[src/source/st_link_pkg.sv]
package st_link_pkg;

  ////////////////////
  // Link word

  // Word is {tlast, tkeep, tdata}
  localparam int data_width = 64;
  localparam int keep_width = 8;
  localparam int word_width = 73;

  ////////////////////
  // PHY frame

  localparam int phy_width      = 80;
  localparam int phy_push_bit   = 73;
  localparam int phy_credit_bit = 74;
  // Bits above the strobe stay zero
  localparam int phy_strobe_bit = 75;

  ////////////////////
  // Receive FIFO and credits

  localparam int rx_depth       = 8;
  localparam int rx_ptr_width   = 3;
  localparam int rx_count_width = 4;
  localparam int credit_width   = 8;

  ////////////////////
  // Online sequencer

  typedef enum logic [1:0] {
    sync_off,
    sync_wait,
    sync_on
  } sync_state_t;

endpackage

[src/source/link_online_sync.sv]
`timescale 1ns/10ps

module link_online_sync import st_link_pkg::*; (
  input  logic        clk_wr,
  input  logic        rst,
  input  logic        tx_online,
  input  logic        rx_online,
  input  logic [15:0] delay_x_value,
  input  logic [15:0] delay_y_value,
  output logic        tx_online_delay,
  output logic        rx_online_delay,
  output logic        strobe
);

  sync_state_t tx_state;
  sync_state_t tx_state_next;
  sync_state_t rx_state;
  sync_state_t rx_state_next;
  logic [15:0] tx_cnt;
  logic [15:0] rx_cnt;
  logic        tx_hold;

  // Tx side stays on into the next cycle
  assign tx_hold = tx_online_delay & tx_online;

  ////////////////////
  // Tx sequencer

  always_comb begin
    tx_state_next = tx_state;
    case (tx_state)
      sync_off: begin
        if (tx_online) tx_state_next = sync_wait;
      end
      sync_wait: begin
        if (!tx_online) tx_state_next = sync_off;
        else if (tx_cnt == delay_x_value) tx_state_next = sync_on;
      end
      sync_on: begin
        if (!tx_online) tx_state_next = sync_off;
      end
      default: tx_state_next = sync_off;
    endcase
  end

  ////////////////////
  // Rx sequencer

  // Only starts counting once tx is fully online
  always_comb begin
    rx_state_next = rx_state;
    case (rx_state)
      sync_off: begin
        if (rx_online && tx_hold) rx_state_next = sync_wait;
      end
      sync_wait: begin
        if (!rx_online || !tx_hold) rx_state_next = sync_off;
        else if (rx_cnt == delay_y_value) rx_state_next = sync_on;
      end
      sync_on: begin
        if (!rx_online || !tx_hold) rx_state_next = sync_off;
      end
      default: rx_state_next = sync_off;
    endcase
  end

  always_ff @(posedge clk_wr) begin
    if (rst) begin
      tx_state <= sync_off;
      rx_state <= sync_off;
      tx_cnt   <= '0;
      rx_cnt   <= '0;
      strobe   <= 1'b0;
    end else begin
      tx_state <= tx_state_next;
      rx_state <= rx_state_next;
      // Counters run only while waiting
      tx_cnt   <= (tx_state == sync_wait) ? tx_cnt + 16'd1 : '0;
      rx_cnt   <= (rx_state == sync_wait) ? rx_cnt + 16'd1 : '0;
      // One shot on the rising edge of tx_online_delay
      strobe   <= (tx_state_next == sync_on) && (tx_state != sync_on);
    end
  end

  assign tx_online_delay = (tx_state == sync_on);
  assign rx_online_delay = (rx_state == sync_on);

endmodule

[src/source/link_transmit.sv]
`timescale 1ns/10ps

module link_transmit import st_link_pkg::*; (
  input  logic                    clk_wr,
  input  logic                    rst,
  input  logic                    tx_online_delay,
  input  logic                    rx_online_delay,
  input  logic [credit_width-1:0] init_m2s_credit,

  // User m2s stream
  input  logic [keep_width-1:0]   user_m2s_tkeep,
  input  logic [data_width-1:0]   user_m2s_tdata,
  input  logic                    user_m2s_tlast,
  input  logic                    user_m2s_tvalid,
  output logic                    user_m2s_tready,

  // Towards the PHY framer
  input  logic                    credit_in,
  output logic [word_width-1:0]   tx_word,
  output logic                    tx_push,

  output logic [31:0]             tx_debug_status
);

  logic                    link_up;
  logic                    credit_loaded;
  logic [credit_width-1:0] credit_cnt;

  assign link_up = tx_online_delay & rx_online_delay;

  ////////////////////
  // Handshake and packing

  // Ready never looks at valid
  assign user_m2s_tready = link_up && (credit_cnt != '0);
  assign tx_push         = user_m2s_tvalid & user_m2s_tready;
  assign tx_word         = {user_m2s_tlast, user_m2s_tkeep, user_m2s_tdata};

  ////////////////////
  // Credit counter

  always_ff @(posedge clk_wr) begin
    if (rst) begin
      credit_cnt    <= '0;
      credit_loaded <= 1'b0;
    end else if (!link_up) begin
      // Far side credits are meaningless while down
      credit_cnt    <= '0;
      credit_loaded <= 1'b0;
    end else if (!credit_loaded) begin
      credit_cnt    <= init_m2s_credit;
      credit_loaded <= 1'b1;
    end else begin
      case ({tx_push, credit_in})
        2'b10:   credit_cnt <= credit_cnt - 1'b1;
        2'b01:   credit_cnt <= credit_cnt + 1'b1;
        default: credit_cnt <= credit_cnt;
      endcase
    end
  end

  // Credits in the low byte, link state above
  assign tx_debug_status = {{(32 - credit_width - 1){1'b0}}, link_up, credit_cnt};

endmodule

[src/source/link_receive.sv]
`timescale 1ns/10ps

module link_receive import st_link_pkg::*; (
  input  logic                  clk_wr,
  input  logic                  rst,
  input  logic                  tx_online_delay,
  input  logic                  rx_online_delay,

  // From the PHY framer
  input  logic [word_width-1:0] rx_word,
  input  logic                  rx_push,

  // User s2m stream
  output logic [keep_width-1:0] user_s2m_tkeep,
  output logic [data_width-1:0] user_s2m_tdata,
  output logic                  user_s2m_tlast,
  output logic                  user_s2m_tvalid,
  input  logic                  user_s2m_tready,

  output logic                  credit_out,
  output logic [31:0]           rx_debug_status
);

  logic                      link_up;
  logic [word_width-1:0]     fifo_mem [rx_depth];
  logic [word_width-1:0]     head_word;
  logic [rx_ptr_width-1:0]   wr_ptr;
  logic [rx_ptr_width-1:0]   rd_ptr;
  logic [rx_count_width-1:0] rx_count;
  logic                      fifo_full;
  logic                      push;
  logic                      pop;
  logic                      overflow;

  assign link_up   = tx_online_delay & rx_online_delay;
  assign fifo_full = (rx_count == rx_count_width'(rx_depth));

  // Frames arriving while down are ignored
  assign push = rx_push & link_up & ~fifo_full;
  assign pop  = user_s2m_tvalid & user_s2m_tready;

  ////////////////////
  // FIFO storage

  always_ff @(posedge clk_wr) begin
    if (push) fifo_mem[wr_ptr] <= rx_word;
  end

  ////////////////////
  // Pointers and count

  always_ff @(posedge clk_wr) begin
    if (rst || !link_up) begin
      wr_ptr   <= '0;
      rd_ptr   <= '0;
      rx_count <= '0;
    end else begin
      if (push) wr_ptr <= wr_ptr + 1'b1;
      if (pop) rd_ptr <= rd_ptr + 1'b1;
      case ({push, pop})
        2'b10:   rx_count <= rx_count + 1'b1;
        2'b01:   rx_count <= rx_count - 1'b1;
        default: rx_count <= rx_count;
      endcase
    end
  end

  // Sticky until reset
  always_ff @(posedge clk_wr) begin
    if (rst) overflow <= 1'b0;
    else if (rx_push && link_up && fifo_full) overflow <= 1'b1;
  end

  ////////////////////
  // Show-ahead output

  assign head_word       = fifo_mem[rd_ptr];
  assign user_s2m_tdata  = head_word[data_width-1:0];
  assign user_s2m_tkeep  = head_word[data_width +: keep_width];
  assign user_s2m_tlast  = head_word[word_width-1];
  assign user_s2m_tvalid = (rx_count != '0);

  // One credit back per word taken
  assign credit_out = pop;

  assign rx_debug_status = {23'b0, overflow, {(8 - rx_count_width){1'b0}}, rx_count};

endmodule

[src/source/link_phy_frame.sv]
`timescale 1ns/10ps

module link_phy_frame import st_link_pkg::*; (
  input  logic                  clk_wr,
  input  logic                  rst,

  // Outgoing fields
  input  logic [word_width-1:0] tx_word,
  input  logic                  tx_push,
  input  logic                  credit_ret,
  input  logic                  strobe,

  // PHY lane
  output logic [phy_width-1:0]  tx_phy0,
  input  logic [phy_width-1:0]  rx_phy0,

  // Incoming fields
  output logic [word_width-1:0] rx_word,
  output logic                  rx_push,
  output logic                  credit_in
);

  logic [phy_width-1:0] frame_next;

  ////////////////////
  // Transmit frame

  always_comb begin
    frame_next = '0;
    // Idle frames carry no stale data
    frame_next[word_width-1:0]  = tx_push ? tx_word : '0;
    frame_next[phy_push_bit]    = tx_push;
    frame_next[phy_credit_bit]  = credit_ret;
    frame_next[phy_strobe_bit]  = strobe;
  end

  always_ff @(posedge clk_wr) begin
    if (rst) tx_phy0 <= '0;
    else tx_phy0 <= frame_next;
  end

  ////////////////////
  // Receive frame

  // Straight slices, no register on this side
  assign rx_word   = rx_phy0[word_width-1:0];
  assign rx_push   = rx_phy0[phy_push_bit];
  assign credit_in = rx_phy0[phy_credit_bit];

endmodule

[src/source/st_link_top.sv]
`timescale 1ns/10ps

module st_link_top import st_link_pkg::*; (
  input  logic                    clk_wr,
  input  logic                    rst,

  // Link control
  input  logic                    tx_online,
  input  logic                    rx_online,
  input  logic [credit_width-1:0] init_m2s_credit,
  input  logic [15:0]             delay_x_value,
  input  logic [15:0]             delay_y_value,

  // PHY lane
  output logic [phy_width-1:0]    tx_phy0,
  input  logic [phy_width-1:0]    rx_phy0,

  // m2s stream
  input  logic [keep_width-1:0]   user_m2s_tkeep,
  input  logic [data_width-1:0]   user_m2s_tdata,
  input  logic                    user_m2s_tlast,
  input  logic                    user_m2s_tvalid,
  output logic                    user_m2s_tready,

  // s2m stream
  output logic [keep_width-1:0]   user_s2m_tkeep,
  output logic [data_width-1:0]   user_s2m_tdata,
  output logic                    user_s2m_tlast,
  output logic                    user_s2m_tvalid,
  input  logic                    user_s2m_tready,

  output logic [31:0]             tx_debug_status,
  output logic [31:0]             rx_debug_status
);

  ////////////////////
  // Interconnect

  logic                  tx_online_delay;
  logic                  rx_online_delay;
  logic                  strobe;
  logic [word_width-1:0] tx_word;
  logic                  tx_push;
  logic [word_width-1:0] rx_word;
  logic                  rx_push;
  logic                  credit_in;
  logic                  credit_out;

  link_online_sync sync_i (
    .clk_wr          (clk_wr),
    .rst             (rst),
    .tx_online       (tx_online),
    .rx_online       (rx_online),
    .delay_x_value   (delay_x_value),
    .delay_y_value   (delay_y_value),
    .tx_online_delay (tx_online_delay),
    .rx_online_delay (rx_online_delay),
    .strobe          (strobe)
  );

  link_transmit tx_i (
    .clk_wr          (clk_wr),
    .rst             (rst),
    .tx_online_delay (tx_online_delay),
    .rx_online_delay (rx_online_delay),
    .init_m2s_credit (init_m2s_credit),
    .user_m2s_tkeep  (user_m2s_tkeep),
    .user_m2s_tdata  (user_m2s_tdata),
    .user_m2s_tlast  (user_m2s_tlast),
    .user_m2s_tvalid (user_m2s_tvalid),
    .user_m2s_tready (user_m2s_tready),
    .credit_in       (credit_in),
    .tx_word         (tx_word),
    .tx_push         (tx_push),
    .tx_debug_status (tx_debug_status)
  );

  link_receive rx_i (
    .clk_wr          (clk_wr),
    .rst             (rst),
    .tx_online_delay (tx_online_delay),
    .rx_online_delay (rx_online_delay),
    .rx_word         (rx_word),
    .rx_push         (rx_push),
    .user_s2m_tkeep  (user_s2m_tkeep),
    .user_s2m_tdata  (user_s2m_tdata),
    .user_s2m_tlast  (user_s2m_tlast),
    .user_s2m_tvalid (user_s2m_tvalid),
    .user_s2m_tready (user_s2m_tready),
    .credit_out      (credit_out),
    .rx_debug_status (rx_debug_status)
  );

  // Credit return rides on the outgoing frame
  link_phy_frame frame_i (
    .clk_wr     (clk_wr),
    .rst        (rst),
    .tx_word    (tx_word),
    .tx_push    (tx_push),
    .credit_ret (credit_out),
    .strobe     (strobe),
    .tx_phy0    (tx_phy0),
    .rx_phy0    (rx_phy0),
    .rx_word    (rx_word),
    .rx_push    (rx_push),
    .credit_in  (credit_in)
  );

endmodule

[config.mk]
export PLATFORM = sky130hd
export DESIGN_NAME = st_link_top
export DESIGN_NICKNAME = d
export VERILOG_FILES = /design/src/source/st_link_pkg.sv /design/src/source/link_online_sync.sv /design/src/source/link_transmit.sv /design/src/source/link_receive.sv /design/src/source/link_phy_frame.sv /design/src/source/st_link_top.sv
export SDC_FILE = /design/constraint.sdc
export NUM_CORES = 1
export LEC_CHECK = 0
export BUFFER_PORTS_ARGS = -buffer_cell sky130_fd_sc_hd__buf_2
export CELL_PAD_IN_SITES_DETAIL_PLACEMENT = 0
export CELL_PAD_IN_SITES_GLOBAL_PLACEMENT = 1
export CORE_MARGIN = 2
export CORE_UTILIZATION = 52
export DETAILED_ROUTE_END_ITERATION = 8
export PLACE_DENSITY_LB_ADDON = 0.1
export SLEW_MARGIN = 20
export SYNTH_ARGS = -nofsm -noshare
export SYNTH_HDL_FRONTEND = slang
export SYNTH_SLANG_ARGS = --single-unit
[constraint.sdc]
create_clock -name clk_wr -period 24.1 [get_ports clk_wr]
set_clock_uncertainty 0.1 [all_clocks]
set_input_delay 2.41 -clock clk_wr [delete_from_list [all_inputs] [get_ports clk_wr]]
set_output_delay 2.41 -clock clk_wr [all_outputs]
set_load 0.005 [all_outputs]
After elaboration in Yosys (flattened, before gate mapping)
Memories as Yosys holds them, arrays and structs flattened. A register that Yosys moved wholly into a read port is not among the register bits.
Index checks and enable logic that the tools add are counted.
{ "totals": {"ramBits": 584, "word_cells": 89, "memories": 1, "regBits": 137, "output_inout_bits": 219, "inputBits": 199} }
{ "classes": {"n_addsub": 8, "n_mux": 18, "n_reduce_logical": 20, "n_bitwise": 11, "eq_ne": 17} }
{ "mem_list": {"columns": ["name", "words", "width", "read_ports", "rd_clocked_by_memory_dff", "write_ports", "line", "text"], "rows": [
  ["rx_i.fifo_mem", 8, 73, 1, 1, 1, "link_receive.sv:25", "logic [word_width-1:0] fifo_mem [rx_depth];"]
]} }
{ "op_table": {"columns": ["cell", "n"], "rows": [
  ["$add A16 B1 Y16 const B", 2],
  ["$eq A16 B16 Y1", 2],
  ["$mux W2", 8],
  ["$pmux W8 S2", 1],
  ["$pmux W2 S3", 2],
  ["$eq A2 B2 Y1 const B", 5],
  ["$add A8 B1 Y8 const B", 1],
  ["$eq A2 B1 Y1 const B", 4],
  ["$mux W8", 1],
  ["$pmux W4 S2", 1],
  ["$reduce_bool A8 Y1", 1],
  ["$reduce_or A2 Y1", 4],
  ["$sub A8 B1 Y8 const B", 1],
  ["$add A3 B1 Y3 const B", 2],
  ["$and A1 B1 Y1", 6],
  ["$mux W3", 2],
  ["$logic_and A1 B1 Y1", 5],
  ["$not A1 Y1", 5],
  ["$add A4 B1 Y4 const B", 1],
  ["$eq A4 B4 Y1 const B", 1],
  ["$logic_not A2 Y1", 2],
  ["$ne A2 B2 Y1 const B", 2],
  ["$reduce_bool A4 Y1", 1],
  ["$sub A4 B1 Y4 const B", 1],
  ["other kinds (8)", 13]
]} }

Depth between registers and ports, before layout
Gate-level depths: netlist of the first run.
{ "logic_depth": {"word_depth": 7, "ltp_mapped": 11, "depth_no_buf": 11} }

Modules after synthesis
A second synthesis of the first run with hierarchy kept.
{ "hier_totals": {"hier_cells": 1610, "hier_area_um2": 29733.5} }
{ "by_module_without_submodules": {"columns": ["module", "seq_area_each_um2", "n_inst", "cells_per_inst", "area_per_inst_um2"], "rows": [
  ["link_receive", 17817.1, 1, 953, 23411.2],
  ["link_phy_frame", 1521.5, 1, 248, 2889.0],
  ["link_online_sync", 740.7, 1, 212, 1846.8],
  ["link_transmit", 180.2, 1, 197, 1586.5]
]} }

Worst setup path after synthesis of the first run
Ideal clock, no wire load.
{ "synth_path": {"path_type": "input-to-reg", "startpoint": "input rx_phy0[73]", "endpoint": "memory rx_i.fifo_mem[0][0], enable pin", "path_slack_ns": 13.670, "arrival_ns": 9.643, "setup_time_ns": 0.687, "required_ns": 23.313, "path_stages": 2, "n_path_buf": 0, "cell_sequence": "nand3b_1 > nor4_1"} }
{ "synth_via": {"elab_chain_cells": 4} }
{ "synth_lines": {"columns": ["element", "line", "text"], "rows": [
  ["from (decl)", "st_link_top.sv:16", "input logic [phy_width-1:0] rx_phy0,"],
  ["$and A1 B1 Y1 (2 in series)", "link_receive.sv:39", "assign push = rx_push & link_up & ~fifo_full;"],
  ["$mux W1", "link_receive.sv:46", "if (push) fifo_mem[wr_ptr] <= rx_word;"],
  ["$mux W1 (not written as such)", "link_receive.sv:46", null],
  ["to (decl)", "link_receive.sv:25", null]
]} }
No other way between the ends.

==> results of run 1 <==
report_power, final:
part	leakage, nW	total, mW	switching [mW]	internal [mW]
clock	1.17	1.12	0.451	0.667
sequential	6.34	1.34	0.000273	1.34
combinational	3.79	0.0359	0.0214	0.0145
synthesized netlist by cell type, drive strengths merged, types with 2 or more instances:
library cell,number
ha,15
clkbuf,36
inv,12
edfxtp,584
xnor2,29
mux2i,9
buf,78
a21oi,12
nor2b,4
dfxtp,136
a21o,5
or4,3
or3,4
nand4,8
nor3b,2
nor4,8
and3,7
and2,74
mux2,73
nand3,16
nand2,18
mux4,146
nor3,11
nor2,67
fa,2
a211oi,4
nand2b,8
o21ai,8
xor2,40
a311oi,3
per-layer routing:
metal	vias to the layer above	wire, um	GRT usage	share of wire
li1	6281	-	-	-
met3	99	4280	0.0576	0.074
met4	10	1450	0.0724	0.025
met2	413	29200	0.362	0.51
met1	6977	22700	0.267	0.39
met5	-	71	0	0.0012
state kept, by name (all words and copies together) (netlist names), named ones only:
register,count
frame_i.tx_phy0,76
sync_i.tx_cnt,16
sync_i.rx_cnt,16
sync_i.rx_state,2
sync_i.tx_state,2
tx_i.credit_loaded,1
sync_i.strobe,1
tx_i.credit_cnt,8
rx_i.fifo_mem,584
rx_i.overflow,1
rx_i.rd_ptr,3
rx_i.rx_count,4
rx_i.wr_ptr,3
layout make-up:
class	instances	area, um2	share of cell area
Antenna cell	6	15.0	0.000464
Tap cell	688	861	0.0266
Timing Repair Buffer	380	1960	0.0606
Clock buffer	95	2020	0.0626
Clock inverter	37	365	0.0113
Multi-Input combinational cell	640	6790	0.210
Sequential cell	720	20300	0.627
Inverter	12	45.0	0.00139
worst max-delay path, stage by stage, from the launching register on:
cell     delay (ns)
dfxtp_4        1.00
buf_6          0.68
buf_4          0.89
mux4_2         0.62
mux2_2         0.29
buf_2          0.13
kinds of logic (layout without fill, tap and decap cells):
group | count (synthesis) | in the layout | share of synthesized area
fa+ha+maj | 17 | 17 | 0.00828
compound gates | 35 | 35 | 0.00833
xor+xnor | 69 | 69 | 0.0220
simple gates | 237 | 237 | 0.0461
other cells | 1 | 60 | 0.000136
mux | 228 | 228 | 0.153
buf+inv | 126 | 524 | 0.0258
flops | 720 | 720 | 0.737
per-stage QoR:
| step | area [um2] | utilization |
|---|---|---|
| 4_1_cts | 32300 | 0.616 |
| 6_report | 32300 | 0.616 |
| 5_1_grt | 32300 | 0.616 |
| 3_5_place_dp | 29900 | 0.571 |
| 3_3_place_gp | 29900 | 0.571 |
| 2_1_floorplan | 27700 | - |
worst max path at each step:
stage                           start                            end  depth (start not counted)  slack, ns
after floorplan           rx_phy0[73]  rx_i.fifo_mem[0][0]$_DFFE_PP_                          2      13.67
after global placement           flop             user_s2m_tdata[46]                          5      17.43
after detailed placement         flop             user_s2m_tdata[46]                          5      17.39
after CTS                        flop             user_s2m_tdata[46]                          5      16.77
after global routing             flop             user_s2m_tdata[46]                          5      16.86
final                            flop             user_s2m_tdata[46]                          5      17.33
==> results.json, run 1 <==
{
  "cts-hold-fix-buffers": 0,
  "hold_path_class": "flop to flop",
  "core_area_um2": 52400,
  "die_x_um": 234,
  "arrival_ns": 4.26,
  "grt_overflow": 0,
  "cts_resized": 0,
  "min_to": "rx_i.overflow$_SDFFE_PP0P_",
  "r2r-start": "sync_i.tx_state[0]$_SDFF_PP0_",
  "rsz0062_at_grt": "false",
  "avgSynthCellArea_um2": 19.2,
  "start_kind": "flop",
  "cts_buffer_depth": 3,
  "max_slew.worst_pin.slew_ns": 0.999,
  "path_max_fanout": 51,
  "fin_nets": 2043,
  "status": "complete, no violations",
  "setup_viol": 0,
  "ir_drop_uv": 55.0,
  "relSlewSlack": 0.334,
  "cap_violations": 0,
  "tns_ns": 0,
  "wl_per_cell_um": 22.4,
  "numCtsBuffers": 73,
  "fillers": 3827,
  "viasPerCell": 5.35,
  "p_per_area_nw_per_um2": 77.2,
  "p_leak_nw": 11.3,
  "clock_latency_ns": 0.60,
  "drc": 0,
  "dp_hpwl_um": 34300,
  "dr.first_iter.drc_count": 788,
  "ys_warn_count": 0,
  "rows": 84,
  "initial_core_util": 0.524,
  "drv_slew": 0,
  "synth_area_um2": 27500,
  "vias": 13800,
  "worstSetupEndpointType": "output port",
  "fin_crit_ns": 6.77,
  "hp-start": "rx_i.overflow$_SDFFE_PP0P_",
  "synth_area_leaders": "edfxtp_1 64%, mux4_2 12%, dfxtp_1 9.9%",
  "stdcell_count": 2578,
  "min_path_cells": 2,
  "h-tree-depth": 3,
  "worst_r2r_path_depth": 7,
  "die_area_um2": 54700,
  "grt_pass1_wl_um": 85200,
  "finalCritPeriodShare": 0.281,
  "totalWireLength_um": 57800,
  "cts_setup_buffers": 0,
  "yosys.area.top_type": "edfxtp_1",
  "path_class": "flop to output port",
  "synth_seq_area_share": 0.737,
  "synthArstFlopShare": 0,
  "reg2reg_setup_slack_ns": 20.36,
  "hold_viol": 0,
  "numPortBuffers": 358,
  "timing.fmax_mhz": 148,
  "gp_congestion": 0.801,
  "first_global_vias": 14400,
  "cts.sinks": 720,
  "fin_ws_ns": 17.33,
  "grt_usage": 0.213,
  "r2r-end": "rx_i.fifo_mem[6][69]$_DFFE_PP_",
  "synth-edff-count": 584,
  "dp_worst_setup_slack_ns": 17.39,
  "synth_top_area_share": 0.638,
  "layout_commonest_cell": "edfxtp_1",
  "critPathRequiredTime_ns": 21.59,
  "clockRootBuffer": "clkbuf_16",
  "final_cell_mix": "584 x edfxtp_1, 358 x buf_2, 146 x mux4_2, 133 x dfxtp_1, 76 x clkbuf_16",
  "grt_start_max_net_pins": 75,
  "fp.dieH_um": 234,
  "antenna_left": 0,
  "tritoncts": "built",
  "dp.cells": 2440,
  "drt_pass1_iterations": 6,
  "ios": 418,
  "holdWs_ns": 0.371,
  "drive_above_1_share": 0.383,
  "synth.distinct_cells": 49,
  "area_growth_syn_to_layout_pct": 17.6,
  "p_total_mw": 2.50,
  "synth-main-ff-cell": "edfxtp_1",
  "path_clk_slew_ns": 0.06,
  "synth-seq-cells": 720,
  "antenna_found_initial": 13,
  "postSynthCellCount": 1433
}
(Power assumes the default switching activity.)
==> inputs of run 2 (changes only) <==
CORE_UTILIZATION = 48   (was 52)
clock period = 6.3 ns   (was 24.1 ns; I/O delays follow)
==> run 2 against run 1 <==
  * Utilization fell by 4.2 points
  * Total power rose to 3.8 times the previous value
  * Hold slack got worse by 0.25 ns
  * Sequential power rose to 3.8 times the previous value
  * Global-route usage fell by 1.4 points
  * Via count rose by 0.71%
  * Combinational power rose to 3.8 times the previous value
  * First-iteration DRC count fell by 5.2%
==> results.json, run 2 (same netlist as run 1, synthesis figures left out) <==
{
  "status": "complete, no violations",
  "worst_r2r_path_depth": 7,
  "first_global_vias": 14500,
  "path_max_fanout": 64,
  "totalWireLength_um": 58900,
  "cts.sinks": 720,
  "cts_resized": 0,
  "antenna_found_initial": 8,
  "core_area_um2": 56500,
  "fp.dieH_um": 243,
  "top_register": "rx_i.fifo_mem",
  "antenna_left": 0,
  "die_x_um": 243,
  "fin_nets": 2042,
  "drc": 0,
  "worstSetupEndpointType": "output port",
  "grt_pass1_wl_um": 88300,
  "numCtsBuffers": 76,
  "finalCritPeriodShare": 0.619,
  "holdWs_ns": 0.125,
  "dp_hpwl_um": 34500,
  "p_leak_nw": 11.3,
  "largest_register_ffs": 584,
  "fillers": 4422,
  "stdcell_count": 2644,
  "cts_buffer_depth": 3,
  "drt_pass1_iterations": 4,
  "dr.first_iter.drc_count": 747,
  "dp.cells": 2504,
  "clockRootBuffer": "clkbuf_16",
  "vias": 13900,
  "cp_slowest_cell": "dfxtp_4",
  "numPortBuffers": 358,
  "cp.depth": 4,
  "area_growth_syn_to_layout_pct": 18.1,
  "final_cell_mix": "584 x edfxtp_1, 358 x buf_2, 146 x mux4_2, 133 x dfxtp_1, 77 x clkbuf_16",
  "largestRegisters": "rx_i.fifo_mem: 584 flops, frame_i.tx_phy0: 76 flops",
  "wl_per_cell_um": 22.3,
  "crit_family": "flip-flops",
  "tritoncts": "built",
  "gp_congestion": 0.789,
  "hold_path_class": "input pin to flop",
  "max_slew.worst_pin.slew_ns": 1.02,
  "path_clk_slew_ns": 0.06,
  "cts_setup_buffers": 0,
  "crit_buf_inv": 2,
  "hold_viol": 0,
  "setup_viol": 0,
  "final_area_um2": 32500,
  "min_path_cells": 2,
  "drv_slew": 0,
  "dpl_cell_area_um2": 30100,
  "path_class": "flop to output port",
  "die_area_um2": 59200,
  "h-tree-depth": 3,
  "viasPerCell": 5.25,
  "fin_crit_ns": 3.90,
  "rsz0062_at_grt": "false",
  "arrival_ns": 3.17,
  "grt_start_max_net_pins": 113,
  "cap_violations": 0,
  "grt_overflow": 0,
  "rows": 87,
  "critPathRequiredTime_ns": 5.57,
  "p_per_area_nw_per_um2": 294,
  "grt_usage": 0.200,
  "start_kind": "flop",
  "slowest_delay_ns": 0.94,
  "p_total_mw": 9.53,
  "ir_drop_uv": 197,
  "layout_commonest_cell": "edfxtp_1",
  "crit_chain": "buf_12 > mux4_2 > mux2_2 > buf_2",
  "clock_latency_ns": 0.60,
  "timing.fmax_mhz": 256,
  "ios": 418,
  "relSlewSlack": 0.317,
  "cts-hold-fix-buffers": 0,
  "drive_above_1_share": 0.384,
  "initial_core_util": 0.487
}
run 2: changes by cell type in the layout (fill, tap and decap cells not counted), sizes merged:
| cell | change |
|---|---|
| diode | -1 |
| bufinv | -2 |
| buf | -4 |
| clkinv | +1 |
| clkbuf | +4 |
run 2: final timing paths:
path | start | end | slack (ns)
hold reg to reg | sync_i.strobe$_SDFF_PP0_ | frame_i.tx_phy0[75]$_SDFF_PP0_ | 0.34
setup / recovery | flop | user_s2m_tdata[20] | 2.40
setup reg to reg | sync_i.tx_state[0]$_SDFF_PP0_ | rx_i.fifo_mem[6][71]$_DFFE_PP_ | 2.77
hold / removal | user_m2s_tdata[21] | frame_i.tx_phy0[21]$_SDFF_PP0_ | 0.12
run 2: through the flow:
step / worst slack [ns] / utilization / TNS, ns
4_1_cts: 2.29 / 0.574 / 0
5_1_grt: 2.14 / 0.575 / 0
3_5_place_dp: 2.68 / 0.533 / 0
2_1_floorplan: -0.326 / - / -71.29
3_3_place_gp: 2.79 / 0.532 / 0
6_report: 2.40 / 0.575 / 0
run 2: per-layer routing:
layer  vias to the layer above  share of wire  routed length [um]  GRT usage
li1                       6264              -                   -          -
met1                      7144           0.42               24500      0.260
met2                       382           0.50               29200      0.328
met3                        80          0.070                4120     0.0556
met4                         8          0.019                1110     0.0603
met5                         -        0.00078                  46          0
run 2: final cells by class:
| type | instances | area (um2) | share of cell area |
|---|---|---|---|
| sequential | 720 | 20300 | 0.624 |
| multi-input combinational | 640 | 6800 | 0.210 |
| clock buffer | 99 | 2060 | 0.0636 |
| timing repair buffer | 376 | 2020 | 0.0623 |
| tap | 756 | 946 | 0.0291 |
| clock inverter | 36 | 305 | 0.00940 |
| inverter | 12 | 45.0 | 0.00139 |
| antenna | 5 | 12.5 | 0.000385 |
run 2: worst register-to-register path, cell delays in order (launching register included):
cell and delay (ns):
dfxtp_1 0.34, nand4bb_1 0.30, inv_1 0.18, nand3b_1 0.51, inv_1 0.21, nand2_1 0.25, nor2_4 0.87, buf_12 0.42
run 2: where the power goes:
part	total [mW]	switching, mW	internal, mW
Clock	4.26	1.75	2.51
Sequential	5.13	0.00105	5.13
Combinational	0.136	0.0809	0.0553
Total	9.53	1.83	7.70
